--- config.mk ---
export PLATFORM = sky130hd
export DESIGN_NAME = host_write_port
export DESIGN_NICKNAME = d
export VERILOG_FILES = /design/src/mutative_types.sv /design/src/host_write_port.sv
export SDC_FILE = /design/constraint.sdc
export NUM_CORES = 1
export LEC_CHECK = 0
export ABC_CLOCK_PERIOD_IN_PS = 19100
export BUFFER_PORTS_ARGS = -buffer_cell sky130_fd_sc_hd__buf_2
export CELL_PAD_IN_SITES_DETAIL_PLACEMENT = 1
export CELL_PAD_IN_SITES_GLOBAL_PLACEMENT = 1
export CORE_AREA = 2 2 227 229
export DETAILED_ROUTE_END_ITERATION = 8
export DIE_AREA = 0 0 229 231
export PLACE_DENSITY_LB_ADDON = 0.15
export SETUP_SLACK_MARGIN = 0.4
export SLEW_MARGIN = 30
export SYNTH_ARGS = -nofsm -noshare
export SYNTH_HDL_FRONTEND = slang
export SYNTH_SLANG_ARGS = --single-unit
--- constraint.sdc ---
create_clock -name clk -period 19.1 [get_ports clk]
set_input_delay 3.82 -clock clk [delete_from_list [all_inputs] [get_ports clk]]
set_output_delay 3.82 -clock clk [all_outputs]
set_load 0.02 [all_outputs]
--- src/mutative_types.sv ---
package mutative_types;

    // Cache geometry
    localparam int WAYS           = 4;
    localparam int SET_SIZE       = 16;
    localparam int SET_BITS       = 4;
    localparam int OFFSET_BITS    = 5;
    localparam int TAG_BITS       = 32 - SET_BITS - OFFSET_BITS;
    localparam int CACHELINE_SIZE = 256;

    typedef logic [SET_BITS-1:0]       set_addr_t;

    // One bit wider so the walk can reach SET_SIZE
    typedef logic [SET_BITS:0]         flush_addr_t;

    typedef logic [TAG_BITS-1:0]       tag_t;
    typedef logic [CACHELINE_SIZE-1:0] line_t;
    typedef logic [WAYS-1:0]           way_mask_t;
    typedef logic [$clog2(WAYS)-1:0]   way_idx_t;

    // Level 0..3, active ways = 2**level
    typedef logic [1:0]                setup_t;

    typedef logic [31:0]               mem_addr_t;

endpackage
--- src/host_write_port.sv ---
`timescale 1ns/100ps

module host_write_port (
    input  logic                      clk,
    input  logic                      rst,

    input  logic                      host_wr,
    input  mutative_types::set_addr_t host_set,
    input  mutative_types::way_idx_t  host_way,
    input  mutative_types::tag_t      host_tag,
    input  mutative_types::line_t     host_data,

    input  logic                      flush_stall,
    input  mutative_types::way_mask_t active_ways,
    output logic                      host_accept,

    output logic                      wr_en,
    output mutative_types::set_addr_t wr_set,
    output mutative_types::way_idx_t  wr_way,
    output mutative_types::tag_t      wr_tag,
    output mutative_types::line_t     wr_data
);

    logic take;

    // Refused while a flush walks the store or when the way is switched off
    assign host_accept = ~flush_stall & active_ways[host_way];
    assign take        = host_wr & host_accept;

    always_ff @(posedge clk) begin
        if (rst) begin
            wr_en <= 1'b0;
        end else begin
            wr_en <= take;
        end
    end

    always_ff @(posedge clk) begin
        if (take) begin
            wr_set  <= host_set;
            wr_way  <= host_way;
            wr_tag  <= host_tag;
            wr_data <= host_data;
        end
    end

endmodule

# Word level (Yosys, flattened, before mapping)
# Cells that the tools add are included.
# totals
in_bits	293
reg_bits	286
out_inout_bits	287
wordCells	11
# op_classes
bitwise	3
order_cmp	1
muxes	2
# ops
cell	count
$lt A2 B3 Y1 const B	1
$and A1 B1 Y1	2
$bmux W1 S2	1
$mux W1	1
$not A1 Y1	1

# Logic depth before layout (Yosys ltp)
# depth
depth_word	4
ltp_mapped	2
mapped_depth_nobuf	2

# Worst setup path before layout
# OpenSTA, ideal clock, no wires.
# synth_timing
kind	input -> register
start	input host_way[0]
end	register wr_data[0], enable pin
setup_time_ns	0.685
stages	2
slack_ns	7.751
arrival_ns	10.664
cell_sequence	mux4_2 -> and3b_1
# synth_between
elab_chain_cells	4
# synth_rtl
element	line_no	text
start: declaration	host_write_port.sv:9	input mutative_types::way_idx_t host_way,
$bmux W1 S2	host_write_port.sv:27	assign host_accept = ~flush_stall & active_ways[host_way];
$mux W1 (not written as such)	host_write_port.sv:27	
$and A1 B1 Y1	host_write_port.sv:27	
$and A1 B1 Y1	host_write_port.sv:28	assign take = host_wr & host_accept;
net take	host_write_port.sv:24	logic take;
end signal: assignment	host_write_port.sv:43	wr_data <= host_data;
end: declaration	host_write_port.sv:21	output mutative_types::line_t wr_data
# The timed path passes the listed nets, and every way through them passes these cells. The select of a mux whose other input is x is not followed.
# A chain may end at the register's enable or synchronous reset.

# Worst setup path in the final report
# layout_timing
start	input host_way[0]
end	output host_accept
# layout_between
elab_chain_cells	3
# layout_rtl
element	line_no	text
$bmux W1 S2	host_write_port.sv:27	
$mux W1 (not written as such)	host_write_port.sv:27	
$and A1 B1 Y1	host_write_port.sv:27	
end: declaration	host_write_port.sv:15	output logic host_accept,
# Every way passes these cells. The select of a mux whose other input is x is not followed.

==> flow_summary.toml <==
[global_route]
grt_overflow_total = 0
grtUsageMet3_pct = 5.55
grt_pass1_vias = 5790
antenna_found_initial = 8
grt_pass1_wl_um = 40400
top_usage_layer = "met2"
grt.met2_usage_pct = 18.6
grt_max_degree = 142
grtUsageTotal_pct = 10.6
gr-usage-met1_pct = 10.6

[layout]
layout_commonest_cell = "buf_2"
area_delta_synth_final_pct = 55.7
layout_common_cells = "buf_2 (579), edfxtp_1 (285), clkbuf_16 (37)"
layout.nets = 1203
drive_gt1_share_pct = 67.5

[cts]
htree_levels = 2
cts.clk_slew.worst_paths_ns = 0.06
clock_sinks = 286
clockRootBuffer = "clkbuf_16"
postCtsResizedCells = 0
clk_path_buf_depth = 3
post_cts_buffers = 0
cts-hold-fix-buffers = 0
cts_buffers = 36
cts_tree = "yes"

[floorplanning]
pin_count = 580
dieArea_um2 = 52900
num_rows = 83
die_w_um = 229
die_y_um = 231
coreArea_um2 = 50700
initial_core_util_pct = 17.0

[power]
power_density_nw_per_um2 = 111
peakVddDrop_uv = 62.3
leakage_nw = 5.44
power_mw = 1.49

[setup_path]
cpMostUsedCell = "buf_2"
cp-endpoint = "host_accept"
arrival_ns = 4.80
critical_path.startpoint_type = "input port"
cp_cell_sequence = "buf_2 -> mux4_2 -> nor2b_1 -> buf_2"
critPathLaunch = "host_way[0]"
crit_path_end_kind = "output pin"
cp_slowest_stage_delay_ns = 0.52
path_max_fanout = 3
required_ns = 15.28
crit_type = "in2out"
cp_slowest_cell = "mux4_2"

[timing]
worst_slew_pin_slew_ns = 1.07
slew_headroom_pct = 28.9
finalCritPeriodShare_pct = 45.1
setup_viol = 0
drv_slew = 0
max_freq_ghz = 0.116
finalHoldViolations = 0
setup_tns_ns = 0
period_needed_ns = 8.62
grt_setup_unrepaired = "false"

[detailed_routing]
vias = 5410
wl_um = 29200
drt_iter0_markers = 185
drc = 0
vias_per_cell = 3.37
routedWlPerCell_um = 18.2
dr.pass1.iters = 4
detail-route-antenna-nets = 0

[yosys]
synth_top_area_share_pct = 99.2
synth.distinct_cells = 6
yosys-top-cells-area = "edfxtp_1 (99%), mux4_2 (0.26%), dfxtp_1 (0.23%), and4bb_1 (0.15%), and3b_1 (0.10%)"
synth-seq-area-share_pct = 99.4
synth_top_area_cell = "edfxtp_1"
synthCells = 290
syn_avg_cell_area_um2 = 29.8
yosysWarnings = 0
syn-cell-area_um2 = 8630
synth.net_count = 583
ys_ff_latch = 286

[place]
post-dp-hpwl_um = 22300
gp_congestion = 0.717
io_buffers = 579

[run]
max_cap_viol_count = 0

[run_status]
status = "completed"

[hold_path]
min_from = "host_data[43]"
holdCritPathClass = "in2reg"
-- where the power goes --
part	switching, mW	internal [mW]	total [mW]
registers	0.00863	0.735	0.743
logic	0.0863	0.0454	0.132
clock network	0.251	0.362	0.612
-- synthesized netlist by cell type --
| cell type | number |
|---|---|
| and3b_1 | 1 |
| and4bb_1 | 1 |
| dfxtp_1 | 1 |
| edfxtp_1 | 285 |
| mux4_2 | 1 |
| nor2b_1 | 1 |
-- worst max-delay path, delay by kind of cell --
| kind | cells | cell delay, ns |
|---|---|---|
| buffers and inverters | 2 | 0.28 |
| muxes | 1 | 0.52 |
| and+or+nand+nor | 1 | 0.18 |
-- flip-flops by register name, summed over array words and instances, names as in the netlist --
signal and count:
wr_way 2, wr_data 256, wr_set 4, wr_tag 23, wr_en 1
-- area by class of cell --
class	instances	area, um^2
diodes	1	2.50
clock buffers	44	952
clock inverters	10	67.6
fillers	5574	37200
multi-input cells	4	53.8
flip-flops and latches	286	8580
well taps	680	851
repair buffers	582	2930
-- layer usage --
| layer | part of all wire (%) | wire length [um] |
|---|---|---|
| met5 | 0.31 | 90 |
| met4 | 2.4 | 705 |
| met3 | 12 | 3440 |
| met2 | 52 | 15200 |
| met1 | 34 | 9830 |
-- logic make-up (layout without fill, tap and decap cells) --
group	count (synthesis)	after routing	synth area share, %
buf+inv	0	636	0
flops	286	286	99.4
mux	1	1	0.261
other cells	0	1	0
simple gates	3	3	0.319
-- how the worst min path moves through the flow --
stage,slack [ns],cells past startpoint,endpoint
floorplan,3.92,0,wr_data[0]
global placement,4.00,1,wr_data[216]
detailed placement,4.00,1,wr_data[134]
CTS,3.41,1,wr_data[157]
global route,3.42,1,wr_data[199]
finish,3.47,1,wr_data[43]
-- metrics by stage --
| stage | instance area [um^2] | util, % | cells | setup WS (ns) | hold WS [ns] |
|---|---|---|---|---|---|
| finish | 13400 | 26.5 | 1607 | 10.48 | 3.47 |
| CTS | 13400 | 26.5 | 1606 | 10.48 | 3.41 |
| global placement | 12400 | 24.5 | 1552 | 10.48 | 4.00 |
| detailed placement | 12400 | 24.5 | 1552 | 10.47 | 4.00 |
| global route | 13400 | 26.5 | 1606 | 10.46 | 3.42 |
| floorplan | 8630 | - | 290 | 7.75 | 3.92 |
(Power assumes the default switching activity.)
