**src/mutative_types.sv**
```systemverilog
package mutative_types;

    // Cache geometry
    localparam int WAYS           = 4;
    localparam int SET_SIZE       = 16;
    localparam int SET_BITS       = 4;
    localparam int OFFSET_BITS    = 5;
    localparam int TAG_BITS       = 32 - SET_BITS - OFFSET_BITS;
    localparam int CACHELINE_SIZE = 256;

    typedef logic [SET_BITS-1:0]       set_addr_t;

    // One bit wider so the walk can reach SET_SIZE
    typedef logic [SET_BITS:0]         flush_addr_t;

    typedef logic [TAG_BITS-1:0]       tag_t;
    typedef logic [CACHELINE_SIZE-1:0] line_t;
    typedef logic [WAYS-1:0]           way_mask_t;
    typedef logic [$clog2(WAYS)-1:0]   way_idx_t;

    // Level 0..3, active ways = 2**level
    typedef logic [1:0]                setup_t;

    typedef logic [31:0]               mem_addr_t;

endpackage
```
**src/writeback_port.sv**
```systemverilog
`timescale 1ns/100ps

module writeback_port (
    input  logic                      clk,
    input  logic                      rst,

    input  logic                      req,
    input  mutative_types::mem_addr_t addr,
    input  mutative_types::line_t     wdata,
    output logic                      done,

    output logic                      dfp_write,
    output mutative_types::mem_addr_t dfp_addr,
    output mutative_types::line_t     dfp_wdata,
    input  logic                      dfp_resp
);

    typedef enum logic {
        wb_idle,
        wb_busy
    } wb_state_t;

    wb_state_t state;
    logic      take;

    // Request is still up while done pulses, so skip that cycle
    assign take      = (state == wb_idle) & req & ~done;
    assign dfp_write = (state == wb_busy);

    always_ff @(posedge clk) begin
        if (rst) begin
            state <= wb_idle;
            done  <= 1'b0;
        end else begin
            done <= 1'b0;
            if (take) begin
                state <= wb_busy;
            end else if (state == wb_busy && dfp_resp) begin
                state <= wb_idle;
                done  <= 1'b1;
            end
        end
    end

    always_ff @(posedge clk) begin
        if (take) begin
            dfp_addr  <= addr;
            dfp_wdata <= wdata;
        end
    end

endmodule

```
**config.mk**
```make
export PLATFORM = sky130hd
export DESIGN_NAME = writeback_port
export DESIGN_NICKNAME = d
export VERILOG_FILES = /design/src/mutative_types.sv /design/src/writeback_port.sv
export SDC_FILE = /design/constraint.sdc
export NUM_CORES = 1
export LEC_CHECK = 0
export BUFFER_PORTS_ARGS = -buffer_cell sky130_fd_sc_hd__buf_2
export CAP_MARGIN = 20
export CORE_AREA = 2 2 227 229
export DETAILED_ROUTE_END_ITERATION = 8
export DIE_AREA = 0 0 229 231
export GPL_ROUTABILITY_DRIVEN = 0
export GPL_TIMING_DRIVEN = 0
export PLACE_DENSITY_LB_ADDON = 0.15
export SLEW_MARGIN = 15
export SYNTH_ARGS = -nofsm -noshare
export SYNTH_HDL_FRONTEND = slang
export SYNTH_SLANG_ARGS = --single-unit
```
**constraint.sdc**
```tcl
create_clock -name clk -period 24.4 [get_ports clk]
set_clock_uncertainty 0.05 [all_clocks]
set_input_delay 2.44 -clock clk [delete_from_list [all_inputs] [get_ports clk]]
set_output_delay 2.44 -clock clk [all_outputs]
set_load 0.01 [all_outputs]
```
# == Word level (Yosys, flattened, before mapping) ==
# Index checks and enable logic that the tools add are counted.
# totals
ff_bits,290
in_bits,292
output_inout_bits,290
word_cells,14
# classes
n_mux,3
bitwise_logic,4
reduce_logical,3
# ops
cell,count
2-to-1 mux 1 bit,3
AND 1 bit,2
NOT 1 bit,2
nonzero test 2 bit,1
OR reduction 2 bit,1
logical AND 1 bit,1

# == Depth between registers and ports, before layout ==
# depth
depth_word,4
ltp_mapped,2
depth_no_buf,2

# == Worst setup path before layout ==
# Ideal clock, no wire load.
# synth_timing
kind,input -> register
start,in req
end,"reg state, in the netlist dfp_write"
setup_time_ns,0.108
arrival_ns,14.025
slack_ns,10.218
path_stages,2
n_path_buf,0
path_cell_list,nor3b_2 o21ba_1
# synth_via
elab_chain_cells,3
elab_cells_between_ends,4
classes_between,mux: 1; bitwise: 2; reduce/logical: 1
# synth_lines
item,line_no,rtl
start: declaration,writeback_port.sv:7,"input logic req,"
AND 1 bit * (2 in series),writeback_port.sv:27,assign take = (state == wb_idle) & req & ~done;
2-to-1 mux 1 bit / nonzero test 2 bit (equally long branches),-,
end signal: assignment,writeback_port.sv:32,state <= wb_idle;
end signal: assignment,writeback_port.sv:37,state <= wb_busy;
end signal: assignment,writeback_port.sv:39,state <= wb_idle;
end: declaration,writeback_port.sv:23,wb_state_t state;
# Mark *: on every way between the ends. The rest lies on a longest branch, timed or not.
# A chain may end at the register's enable or synchronous reset.

# == Final worst setup path ==
# layout_timing
start,in req
end,reg dfp_wdata[210] (enable)
# layout_via
elab_chain_cells,2
# layout_lines
item,line_no,rtl
AND 1 bit (2 in series),writeback_port.sv:27,
via take,writeback_port.sv:24,logic take;
end signal: assignment,writeback_port.sv:48,dfp_wdata <= wdata;
end: declaration,writeback_port.sv:14,"output mutative_types::line_t dfp_wdata,"
# The timed path passes the listed nets, and every way through them passes these cells.

==> impl_metrics.py <==
metrics = {
    "logic_synthesis": {
        "synthCells": 295,
        "yosys.area.top_type": "edfxtp_1",
        "synth_seq_area_share_pct": 99.58,
        "ys_warn_count": 0,
        "synth_cell_types": 7,
        "ys_ff_latch": 290,
        "synth_top_area_share_pct": 99.13,
        "synth_area_leaders": "edfxtp_1, dfxtp_1, nor3b_2",
        "avgSynthCellArea_sq_um": 29.57,
        "synth_area_sq_um": 8725,
        "synth_nets": 587,
    },
    "finish": {
        "layout-drive-gt1-share_pct": 67.61,
        "fin_cells": 1637,
        "final_cell_mix": "buf_2, edfxtp_1, clkbuf_16",
        "final_area_sq_um": 13930,
        "layout_commonest_cell": "buf_2",
        "n_fill_cell": 5301,
        "diodes": 0,
        "area_growth_pct": 59.67,
        "nNetsFinal": 1226,
    },
    "setup_path": {
        "crit_arrival_ns": 4.30,
        "crit_path_end_kind": "flop",
        "worst-setup-path-type": "in -> reg",
        "required_ns": 24.58,
        "critPathMaxStageDelay_ns": 0.59,
        "crit_slowest_cell": "nor3b_4",
        "r2r_cells": 7,
        "crit_fanout": 16,
        "start_kind": "input port",
        "cp_cell_sequence": "buf_2 -> nor3b_4 -> buf_8 -> buf_8 -> buf_8 -> buf_8 -> buf_8 -> buf_8",
        "crit_top_cell": "buf_8",
    },
    "global_route": {
        "antenna_found_initial": 4,
        "met2_usage_pct": 16.95,
        "grt_pass1_wl_mm": 37.33,
        "met1_usage_pct": 9.530,
        "grt_pass1_vias": 5663,
        "grt-ovfl-total": 0,
        "gr-usage-all-layers_pct": 9.642,
        "grt_max_degree": 19,
        "top_usage_layer": "met2",
        "grtUsageMet3_pct": 5.336,
    },
    "timing": {
        "slew_headroom_pct": 54.30,
        "rsz0062_at_grt": "false",
        "period_minus_slack_ns": 4.125,
        "setup_slack_ns": 20.27,
        "hold_violations": 0,
        "period_share_pct": 16.91,
        "fmax_mhz": 242.4,
        "tns_ns": 0,
        "slew_violations": 0,
        "tightest_slew_ns": 0.6847,
        "setup_violations": 0,
    },
    "die": {
        "die_h_um": 231,
        "core_sq_um": 50680,
        "die_area_sq_um": 52900,
        "io_pins": 582,
        "die_w_um": 229,
        "start_util_pct": 17.22,
        "rows": 83,
    },
    "placement": {
        "preCtsSetupSlack_ns": 19.72,
        "port_buffers": 581,
        "dp_cells": 1577,
        "place_hpwl_mm": 21.09,
        "place_area_sq_um": 12830,
    },
    "clock_tree": {
        "cts_buffers": 35,
        "cts-root-buf": "clkbuf_16",
        "insertion_delay_ns": 0.52,
        "cts_tree": "done",
        "hold_buffers": 0,
        "htree_levels": 2,
        "path_clk_slew_ns": 0.06,
        "cts_resized": 0,
        "cts_setup_buffers": 0,
        "clock_path_buffers": 3,
        "clock_sinks": 290,
    },
    "run_status": {
        "status": "finished clean",
    },
    "routing": {
        "wl_per_cell_um": 16.34,
        "viasPerCell": 3.318,
        "drtAntennaViolNets": 0,
        "drt_iter0_drc": 118,
        "wl_mm": 26.74,
        "drc": 0,
        "vias": 5431,
        "drtPass1Iterations": 4,
    },
    "power": {
        "swShare_pct": 21.88,
        "power.density_nw_per_um2": 86.22,
        "ir_drop_uv": 49.48,
        "cellLeakagePower_uw": 0.005777,
        "internal_power_uw": 938.3,
        "seq_power_share_pct": 49.6,
        "clkPwrFrac_pct": 42.2,
        "p_switching_uw": 262.8,
        "power.total_uw": 1201,
        "combPwrFrac_pct": 8.2,
    },
    "worst_hold_path": {
        "hold_path_depth": 2,
        "hp-class": "reg -> reg",
    },
    "flow_run": {
        "max-cap-violations": 0,
    },
}
## power groups by stage
stage	Sequential, uW	Clock [uW]	Combinational (uW)
CTS	596	529	102
finish	596	507	98.6
floorplan	637	0	11.2
global placement	626	0	91.5
global route	599	548	107
detailed placement	606	0	102
## path summary, 6_finish.rpt
kind / start / endpoint / slack, ns
max: req / dfp_wdata[210]$_DFFE_PP_ / 20.27
min: dfp_write$_SDFFE_PP0P_ / done$_SDFF_PP0_ / 0.46
max reg2reg: dfp_write$_SDFFE_PP0P_ / dfp_wdata[210]$_DFFE_PP_ / 21.88
min reg2reg: dfp_write$_SDFFE_PP0P_ / done$_SDFF_PP0_ / 0.46
## logic make-up after synthesis
family | synth area share [%]
AOI/OAI and AO/OA | 0.1147
DFF | 99.58
and+or+nand+nor | 0.3011
## stage by stage
stage,utilization (%),hold WS [ns]
6_report,27.49,0.4558
3_5_place_dp,25.32,0.4469
5_1_grt,27.49,0.4807
4_1_cts,27.49,0.4669
2_1_floorplan,-,0.4338
3_3_place_gp,24.63,0.4243
## worst max-delay path: cells and delay by family
kind / cells / cell delay (ns)
buf+inv: 7 / 1.24
simple gates: 1 / 0.59
## area by class of cell
type / count / area, sq um / area share [%]
clock buffers: 43 / 948.4 / 6.808
multi-input cells: 5 / 42.54 / 0.3054
clock inverters: 17 / 152.6 / 1.096
well taps: 680 / 850.8 / 6.107
repair buffers: 602 / 3248 / 23.32
flip-flops and latches: 290 / 8688 / 62.37
## registers in the layout, indices dropped and copies added (netlist names)
register,count
dfp_addr,32
dfp_wdata,256
dfp_write,1
done,1
## layer usage
layer | up-vias | part of all wire [%]
met5 | - | 0.20
met4 | 8 | 2.6
met3 | 52 | 12
met2 | 306 | 52
met1 | 2577 | 33
li1 | 2488 | -
## synthesized netlist by cell type
cell type,instances
dfxtp_1,2
nand2_1,1
o21ba_1,1
nor3b_2,1
nor2b_1,1
nor2_1,1
edfxtp_1,288
Power figures use the tool's default switching activity.
