## src/mutative_types.sv

```systemverilog
package mutative_types;

    // Cache geometry
    localparam int WAYS           = 4;
    localparam int SET_SIZE       = 16;
    localparam int SET_BITS       = 4;
    localparam int OFFSET_BITS    = 5;
    localparam int TAG_BITS       = 32 - SET_BITS - OFFSET_BITS;
    localparam int CACHELINE_SIZE = 256;

    typedef logic [SET_BITS-1:0]       set_addr_t;

    // One bit wider so the walk can reach SET_SIZE
    typedef logic [SET_BITS:0]         flush_addr_t;

    typedef logic [TAG_BITS-1:0]       tag_t;
    typedef logic [CACHELINE_SIZE-1:0] line_t;
    typedef logic [WAYS-1:0]           way_mask_t;
    typedef logic [$clog2(WAYS)-1:0]   way_idx_t;

    // Level 0..3, active ways = 2**level
    typedef logic [1:0]                setup_t;

    typedef logic [31:0]               mem_addr_t;

endpackage
```

## src/way_bus_if.sv

```systemverilog
`timescale 1ns/100ps

interface way_bus_if #(
    parameter int WAYS     = mutative_types::WAYS,
    parameter int SET_SIZE = mutative_types::SET_SIZE
);

    localparam int SET_W = $clog2(SET_SIZE);
    localparam int WAY_W = $clog2(WAYS);

    // Read request, answered on the next cycle
    logic                  rd_en;
    logic [SET_W-1:0]      rd_set;

    // Contents of the set read last
    logic [WAYS-1:0]       valid_vector;
    logic [WAYS-1:0]       dirty_vector;
    mutative_types::tag_t  tag_vector  [WAYS];
    mutative_types::line_t data_vector [WAYS];

    // Clears one dirty bit
    logic                  clean_en;
    logic [SET_W-1:0]      clean_set;
    logic [WAY_W-1:0]      clean_way;

    modport store (
        input  rd_en, rd_set, clean_en, clean_set, clean_way,
        output valid_vector, dirty_vector, tag_vector, data_vector
    );

    modport user (
        output rd_en, rd_set, clean_en, clean_set, clean_way,
        input  valid_vector, dirty_vector, tag_vector, data_vector
    );

endinterface

```

## src/mutative_control.sv

```systemverilog
`timescale 1ns/100ps

module mutative_control #(
    parameter int WAYS     = mutative_types::WAYS,
    parameter int SET_SIZE = mutative_types::SET_SIZE
) (
    input  logic                      clk,
    input  logic                      rst,

    input  logic                      setup_valid,
    input  logic                      setup_update,
    output logic                      setup_ready,
    output mutative_types::setup_t    setup_level,
    output logic                      flush_stall,
    output logic [WAYS-1:0]           active_ways,

    way_bus_if.user                   bus,

    output logic                      wb_req,
    output mutative_types::mem_addr_t wb_addr,
    output mutative_types::line_t     wb_wdata,
    input  logic                      wb_done
);

    localparam int SET_W = $clog2(SET_SIZE);
    localparam int WAY_W = $clog2(WAYS);

    typedef enum logic [1:0] {
        f_idle,   // waiting for setup, starts the walk on a decrement
        f_check,  // vectors of the current set are on the bus
        f_flush,  // pick the next dirty way or move on
        f_wait    // write-back in flight
    } flush_state_t;

    flush_state_t           state;
    flush_state_t           state_next;

    mutative_types::setup_t level_q;
    mutative_types::setup_t level_next;
    logic                   ready_q;
    logic                   ready_next;
    logic                   stall_q;
    logic                   handshake;
    logic                   start_flush;

    logic [SET_W-1:0]       set_q;
    logic [SET_W:0]         set_inc;
    logic                   walk_done;
    logic                   leave_set;

    logic                   rd_en;
    logic [SET_W-1:0]       rd_set;
    logic                   latch;
    logic                   clean;

    logic [WAYS-1:0]        pend_q;
    logic [WAYS-1:0]        pend;
    logic                   any_pend;
    logic [WAY_W-1:0]       pick;
    mutative_types::tag_t   tag_q  [WAYS];
    mutative_types::line_t  data_q [WAYS];

    assign handshake   = setup_valid & ready_q;
    assign start_flush = (state == f_idle) & setup_valid & ~setup_update & ~ready_q;

    always_comb begin
        level_next = level_q;
        if (handshake) begin
            if (setup_update && level_q != 2'd3) begin
                level_next = level_q + 2'd1;
            end else if (!setup_update && level_q != 2'd0) begin
                level_next = level_q - 2'd1;
            end
        end
    end

    // 2**level ways from way 0 up
    always_comb begin
        for (int i = 0; i < WAYS; i++) begin
            active_ways[i] = (i < (1 << level_q));
        end
    end

    assign setup_ready = ready_q;
    assign setup_level = level_q;
    assign flush_stall = stall_q | start_flush;

    always_ff @(posedge clk) begin
        if (rst) begin
            level_q <= '0;
            ready_q <= 1'b0;
            stall_q <= 1'b0;
        end else begin
            level_q <= level_next;
            ready_q <= ready_next;
            if (start_flush) begin
                stall_q <= 1'b1;
            end else if (handshake) begin
                stall_q <= 1'b0;
            end
        end
    end

    // Valid dirty lines still owed for the current set
    assign pend = (state == f_check) ? (bus.valid_vector & bus.dirty_vector) : pend_q;

    always_comb begin
        any_pend = 1'b0;
        pick     = '0;
        for (int i = 0; i < WAYS; i++) begin
            if (pend[i]) begin
                any_pend = 1'b1;
                pick     = WAY_W'(i);
            end
        end
    end

    assign set_inc   = {1'b0, set_q} + 1'b1;
    assign walk_done = (set_inc == (SET_W + 1)'(SET_SIZE));
    assign leave_set = (state == f_check || state == f_flush) && !any_pend;

    always_comb begin
        state_next = state;
        ready_next = ready_q;
        rd_en      = 1'b0;
        rd_set     = set_q;
        latch      = 1'b0;
        clean      = 1'b0;
        wb_req     = 1'b0;

        case (state)
            f_idle: begin
                if (start_flush) begin
                    rd_en      = 1'b1;
                    state_next = f_check;
                end else if (handshake) begin
                    ready_next = 1'b0;
                end else if (setup_valid && setup_update) begin
                    ready_next = 1'b1;
                end
            end
            f_check: begin
                latch = 1'b1;
                if (any_pend) begin
                    state_next = f_flush;
                end
            end
            f_flush: begin
                if (any_pend) begin
                    state_next = f_wait;
                end
            end
            f_wait: begin
                wb_req = 1'b1;
                if (wb_done) begin
                    clean      = 1'b1;
                    state_next = f_flush;
                end
            end
            default: begin
                state_next = f_idle;
            end
        endcase

        // Set finished, read the next one or end the walk
        if (leave_set) begin
            if (walk_done) begin
                ready_next = 1'b1;
                state_next = f_idle;
            end else begin
                rd_en      = 1'b1;
                rd_set     = set_inc[SET_W-1:0];
                state_next = f_check;
            end
        end
    end

    always_ff @(posedge clk) begin
        if (rst) begin
            state  <= f_idle;
            set_q  <= '0;
            pend_q <= '0;
        end else begin
            state <= state_next;
            if (leave_set) begin
                set_q <= walk_done ? '0 : set_inc[SET_W-1:0];
            end
            if (latch) begin
                pend_q <= pend;
            end else if (clean) begin
                pend_q[pick] <= 1'b0;
            end
        end
    end

    always_ff @(posedge clk) begin
        if (latch) begin
            tag_q  <= bus.tag_vector;
            data_q <= bus.data_vector;
        end
    end

    assign bus.rd_en     = rd_en;
    assign bus.rd_set    = rd_set;
    assign bus.clean_en  = clean;
    assign bus.clean_set = set_q;
    assign bus.clean_way = pick;

    // Line address is tag, set, zero offset
    assign wb_addr  = mutative_types::mem_addr_t'({tag_q[pick], set_q,
                                                   {mutative_types::OFFSET_BITS{1'b0}}});
    assign wb_wdata = data_q[pick];

endmodule

```

## src/flat_wrapper.sv

```systemverilog
// flat-port wrapper written by rule: the top's interface ports become plain ports
module mutative_control_flat 
#(
    parameter int WAYS     = mutative_types::WAYS,
    parameter int SET_SIZE = mutative_types::SET_SIZE
)
  (clk, rst, setup_valid, setup_update, setup_ready, setup_level, flush_stall, active_ways, wb_req, wb_addr, wb_wdata, wb_done, bus_rd_en, bus_rd_set, bus_clean_en, bus_clean_set, bus_clean_way, bus_valid_vector, bus_dirty_vector, bus_tag_vector, bus_data_vector);
  way_bus_if #(.WAYS(WAYS), .SET_SIZE(SET_SIZE)) bus_i ();
  input  logic clk;
  input  logic rst;
  input  logic setup_valid;
  input  logic setup_update;
  output logic setup_ready;
  output mutative_types::setup_t setup_level;
  output logic flush_stall;
  output logic [WAYS-1:0] active_ways;
  output logic wb_req;
  output mutative_types::mem_addr_t wb_addr;
  output mutative_types::line_t wb_wdata;
  input  logic wb_done;
  output wire logic [$bits(bus_i.rd_en)-1:0] bus_rd_en;
  output wire logic [$bits(bus_i.rd_set)-1:0] bus_rd_set;
  output wire logic [$bits(bus_i.clean_en)-1:0] bus_clean_en;
  output wire logic [$bits(bus_i.clean_set)-1:0] bus_clean_set;
  output wire logic [$bits(bus_i.clean_way)-1:0] bus_clean_way;
  input wire logic [$bits(bus_i.valid_vector)-1:0] bus_valid_vector;
  input wire logic [$bits(bus_i.dirty_vector)-1:0] bus_dirty_vector;
  input wire logic [$bits(bus_i.tag_vector)-1:0] bus_tag_vector;
  input wire logic [$bits(bus_i.data_vector)-1:0] bus_data_vector;
  assign bus_rd_en = bus_i.rd_en;
  assign bus_rd_set = bus_i.rd_set;
  assign bus_clean_en = bus_i.clean_en;
  assign bus_clean_set = bus_i.clean_set;
  assign bus_clean_way = bus_i.clean_way;
  assign bus_i.valid_vector = bus_valid_vector;
  assign bus_i.dirty_vector = bus_dirty_vector;
  assign bus_i.tag_vector = {>>{bus_tag_vector}};
  assign bus_i.data_vector = {>>{bus_data_vector}};
  mutative_control #(.WAYS(WAYS), .SET_SIZE(SET_SIZE)) u_core (.clk(clk), .rst(rst), .setup_valid(setup_valid), .setup_update(setup_update), .setup_ready(setup_ready), .setup_level(setup_level), .flush_stall(flush_stall), .active_ways(active_ways), .bus(bus_i), .wb_req(wb_req), .wb_addr(wb_addr), .wb_wdata(wb_wdata), .wb_done(wb_done));
endmodule
```

## config.mk

```make
export PLATFORM = sky130hd
export DESIGN_NAME = mutative_control_flat
export DESIGN_NICKNAME = d
export VERILOG_FILES = /design/src/mutative_types.sv /design/src/way_bus_if.sv /design/src/mutative_control.sv /design/src/flat_wrapper.sv
export SDC_FILE = /design/constraint.sdc
export NUM_CORES = 2
export LEC_CHECK = 0
export BUFFER_PORTS_ARGS = -buffer_cell sky130_fd_sc_hd__buf_2
export CORE_AREA = 2 2 564 566
export DETAILED_ROUTE_END_ITERATION = 8
export DIE_AREA = 0 0 566 568
export PLACE_DENSITY = 0.34
export SYNTH_ARGS = -nofsm -noshare
export SYNTH_HDL_FRONTEND = slang
export SYNTH_SLANG_ARGS = --single-unit
```

## constraint.sdc

```tcl
create_clock -name clk -period 48.8 [get_ports clk]
set_input_delay 4.88 -clock clk [delete_from_list [all_inputs] [get_ports clk]]
set_output_delay 4.88 -clock clk [all_outputs]
set_load 0.01 [all_outputs]
```

Word-level counts from Yosys, hierarchy flattened
Cells that the tools add are included.
{"block": "op_classes", "n_addsub": 3, "order_cmp": 7, "n_eq_ne": 9, "shifts": 1, "muxes": 46, "bitwise_logic": 11, "n_reduce_logical": 15}
{"operator": "$bmux W256 S2", "n": 1}
{"operator": "$mux W256", "n": 2}
{"operator": "$lt A3 B32 Y1 const A", "n": 2}
{"operator": "$bmux W23 S2", "n": 1}
{"operator": "$mux W23", "n": 2}
{"operator": "$lt A1 B32 Y1 const A", "n": 1}
{"operator": "$lt A2 B32 Y1 const A", "n": 1}
{"operator": "$shl A1 B2 Y32 const A", "n": 1}
{"operator": "$mux W4", "n": 6}
{"operator": "$mux W1", "n": 23}
{"operator": "$mux W2", "n": 9}
{"operator": "$ne A3 B1 Y1 const B", "n": 3}
{"operator": "$and A4 B4 Y4", "n": 2}
{"operator": "$pmux W2 S4", "n": 1}
{"operator": "$reduce_bool A2 Y1", "n": 4}
{"operator": "$add A4 B1 Y5 const B", "n": 1}
{"operator": "$eq A5 B5 Y1 const B", "n": 1}
{"operator": "$logic_and A1 B1 Y1", "n": 5}
{"operator": "$and A1 B1 Y1", "n": 4}
{"operator": "$eq A2 B2 Y1 const B", "n": 2}
{"operator": "$not A4 Y4", "n": 1}
{"operator": "$reduce_and A4 Y1", "n": 1}
{"operator": "$ge A3 B3 Y1 const B", "n": 1}
{"operator": "$lt A2 B3 Y1 const B", "n": 1}
{"operator": "other kinds (14)", "n": 16}
{"block": "totals", "reg_bits": 1130, "output_inout_bits": 309, "wordCells": 106}

Logic depth before layout (Yosys ltp)
{"block": "depth", "ltp_word": 13, "ltp_mapped": 10}

Least setup slack after synthesis
No wires, ideal clock.
{"block": "synth_path", "path_kind": "reg2out", "start": "register u_core.state[0]", "end": "output wb_wdata[207]", "t_arrival_ns": 31.383, "slack_ns": 12.537, "stages_incl_launch_ff": 9, "path_cell_list": "dfxtp_1 ha_1 and3_2 nor2_1 nor2_2 buf_4 clkbuf_1 a22oi_1 o21ai_1"}
{"block": "synth_via", "elab_chain_cells": 9}
{"item": "start, declared", "line_no": "mutative_control.sv:35", "text": "flush_state_t state;"}
{"item": "start signal, assigned", "line_no": "mutative_control.sv:180", "text": "state <= f_idle;"}
{"item": "start signal, assigned", "line_no": "mutative_control.sv:184", "text": "state <= state_next;"}
{"item": "$eq A2 B1 Y1 *", "line_no": "mutative_control.sv:105", "text": "assign pend = (state == f_check) ? (bus.valid_vector & bus.dirty_vector) : pend_q;"}
{"item": "$mux W4 *", "line_no": "mutative_control.sv:105"}
{"item": "$mux W1", "line_no": "mutative_control.sv:111", "text": "if (pend[i]) begin"}
{"item": "$mux W2", "line_no": "mutative_control.sv:111"}
{"item": "$mux W2 *", "line_no": "mutative_control.sv:111"}
{"item": "$not A2 Y3 (implied by the code) *", "line_no": "mutative_control.sv:212", "text": "assign wb_wdata = data_q[pick];"}
{"item": "$bmux W256 S2 *", "line_no": "mutative_control.sv:212"}
{"item": "$mux W256 (implied by the code) * (2 in series)", "line_no": "mutative_control.sv:212"}
{"item": "end, declared", "line_no": "flat_wrapper.sv:19", "text": "output mutative_types::line_t wb_wdata;"}
Mark *: on every way between the ends. The rest lies on a longest branch, timed or not. The select of a mux whose other input is x is not followed.

Worst setup path after layout
{"block": "layout_path", "start": "input bus_valid_vector[3]", "end": "output wb_wdata[120]"}
{"block": "layout_via", "elab_chain_cells": 7}
{"item": "start, declared", "line_no": "flat_wrapper.sv:26", "text": "input wire logic [$bits(bus_i.valid_vector)-1:0] bus_valid_vector;"}
{"item": "$and A4 B4 Y4", "line_no": "mutative_control.sv:105"}
{"item": "$mux W4", "line_no": "mutative_control.sv:105"}
{"item": "$mux W2", "line_no": "mutative_control.sv:111"}
{"item": "$not A2 Y3 (implied by the code)", "line_no": "mutative_control.sv:212"}
{"item": "$bmux W256 S2", "line_no": "mutative_control.sv:212"}
{"item": "$mux W256 (implied by the code) (2 in series)", "line_no": "mutative_control.sv:212"}
Every way passes these cells. The select of a mux whose other input is x is not followed.

==> run metrics <==
Data required, critical path=43920 ps; Residual DRC=0; final setup margin=34520 ps; Crit Path Max Fanout=169; DR WL/cell=31.30 um; First-pass DRT Iterations=5; Hold Path End=u_core.state[1]; WHS Path Cells=2; Max Fclk=70.03 MHz; cts bufs inserted=148; overall routing resource usage=0.1510; sequential cell fraction of total power=0.406; Clk pwr share=0.295; max incr delay on CP=590 ps; final setup fails=0; slowest stage cell on the critical path=buf_4; CTS Sinks=1130; Detailed Route Iter0 Violations=2611; NumNets Final=4854; Final HPWL DP=200.3 mm; final period utilization=0.2926; CTS tree=yes; setup bufs post-CTS=0; worst slack, placed=34660 ps; layout cells sized above 1=0.4451; Top cell by count, worst path=buf_4; YS warnings=0; Lkg Pwr=0.02074 uW; Overflow after GRT=0; Worst Max-Slew Pin Slew=1329 ps; crit path cell chain=buf_2 > nand3_1 > nand2_4 > buf_4 > buf_4 > buf_4 > buf_12 > a22oi_1 > o21ai_0 > buf_2; Setup Skew=45.60 ps; synthesized instance count=2245; min-delay src=u_core.state[1]; RSZ-0062 raised after global routing=no; post-CTS sizing=0; PwrDens=64.89 mW/mm^2; Synth area leader=edfxtp_1; Synth top area share=0.8209; largest net degree at the start of global routing=170; H-tree depth=4; vias=29630; most common cell after layout, fill and taps aside=buf_2; Avg Cell Area, Syn=18.18 sq um; internal power=2317 uW; Rows=207; commonest non-fill, non-tap cells in the layout=buf_2, edfxtp_1, a22oi_1; starting density of the core=0.1291; depth of the most critical reg-to-reg path=5; switching part of the total=0.3842; Die H=568 um; worst hold-check path type=reg2reg; max cap viols=0; synthesis-to-layout area growth=42.05%; initial antenna violation count=219; EDFF count, synth=1116; Ports=1438; maximum vdd drop=0.05344 mV; Post-synth ARST share=0; Logic pwr share=0.299; main flop type after synthesis=edfxtp_1; routability-driven placement congestion ratio=0.9088; Slew headroom=0.1140; post-synth cell types=44; CTS Buffer Depth=4; setup TNS=0 ps; reg-to-reg endpoint=u_core.data_q[123]; Critical R2R Launch=u_core.state[1]; startpoint types=input pin; CP Capture Type=output pin; total design power=3763 uW; Final Critical Period=14280 ps; sequential share of the synthesized area=0.8278; Clock Tree Root=clkbuf_16; worst skew pair latency=810 ps; Cell Area, Synth=0.04082 sq mm; drt total wl=252.9 mm; Worst R2R Setup Slack=44690 ps; largest cells by area after synthesis=edfxtp_1, a22oi_1, o21ai_0; port buffer count=1431; die width=566 um; core footprint=0.3162 sq mm; status=completed; CP Class=in2out; antenna-violating nets left=0; first-pass GRT wire length=319.8 mm; synthesized flop and latch total=1130; Worst-path clk slew=70 ps; vias in the first global route=29810; Slew Limit Fails=0; via/cell ratio=3.668; Hold-fix buffers, CTS=0; Hold Fails Final Rpt=0; die footprint=0.3215 sq mm; NetSw=1446 uW; crit path DAT=9400 ps
## registers in the layout (all words and copies together) (netlist names)
signal and cells:
u_core.pend_q 4, u_core.tag_q 92, u_core.bus.clean_set 4, u_core.data_q 1024
u_core.setup_ready 1, u_core.state 2, u_core.setup_level 2, u_core.stall_q 1
## worst max-delay path by stage
stage | start | cells past startpoint | end | slack [ps]
finish | bus_valid_vector[3] | 10 | wb_wdata[120] | 34520
global route | bus_valid_vector[3] | 10 | wb_wdata[139] | 34390
CTS | bus_valid_vector[2] | 9 | wb_wdata[139] | 34660
detailed placement | bus_valid_vector[2] | 9 | wb_wdata[139] | 34660
global placement | bus_valid_vector[2] | 9 | wb_wdata[255] | 33830
floorplan | u_core.state[0] | 8 | wb_wdata[207] | 12540
## power by group through the flow
stage | clock network, uW | registers, uW | logic [uW]
finish | 1110 | 1530 | 1120
floorplan | 0 | 1870 | 456
global route | 1180 | 1550 | 1200
global placement | 0 | 1560 | 1170
detailed placement | 0 | 1550 | 1170
CTS | 1150 | 1540 | 1180
## stage by stage
stage | instances | hold WS, ps | utilization | area, sq um
after floorplan | 2249 | 479.1 | - | 40840
after global placement | 7741 | 502.1 | 0.1675 | 52980
after detailed placement | 7747 | 525.7 | 0.1677 | 53040
after CTS | 8011 | 539.6 | 0.1828 | 57820
after global routing | 8026 | 566.5 | 0.1830 | 57860
final | 8079 | 539.3 | 0.1834 | 57990
## synth_stat cells (3+ instances only)
cell type  count
a21oi_1        9
a22oi_1      558
and3_1         3
buf_1          9
buf_2         71
buf_4         11
clkbuf_1      77
dfxtp_1       14
edfxtp_1    1116
ha_1           8
inv_1          7
nand2_1       12
nand2b_1       3
nand3_1       10
nor2_1        11
nor2b_1        3
o21ai_0      183
o21ai_1      104
## routing by layer
metal  wire (um)  GRT usage
met5         940          0
met4        5111    0.02954
met3       21340    0.05142
met2      119100     0.2496
met1      106400     0.1902
## cells by family (layout without fill, tap and decap cells)
family                     count (synthesis)  in the layout  synth area share
DFF                                     1130           1130            0.8278
AOI/OAI and AO/OA                        864            864            0.1408
buffers and inverters                    176           1758           0.01937
and+or+nand+nor                           62             62          0.008705
adders and majority gates                  8              8          0.002452
other                                      2             74         0.0001840
xor gates and xnor gates                   2              2         0.0004292
muxes                                      1              1         0.0002758
## critical path: cells and delay by family
kind            cells  cell delay, ps
compound gates      2             730
simple gates        2             660
buf+inv             6            2620
## cell type report
class,instances,area [sq um]
antenna,68,170.2
sequential,1130,33790
inverter,8,30.03
tap,4180,5230
clock buffer,187,3914
fill,34560,258200
clock inverter,77,867.1
timing repair buffer,1486,7686
multi-input combinational,943,6300
(Power assumes the default switching activity.)
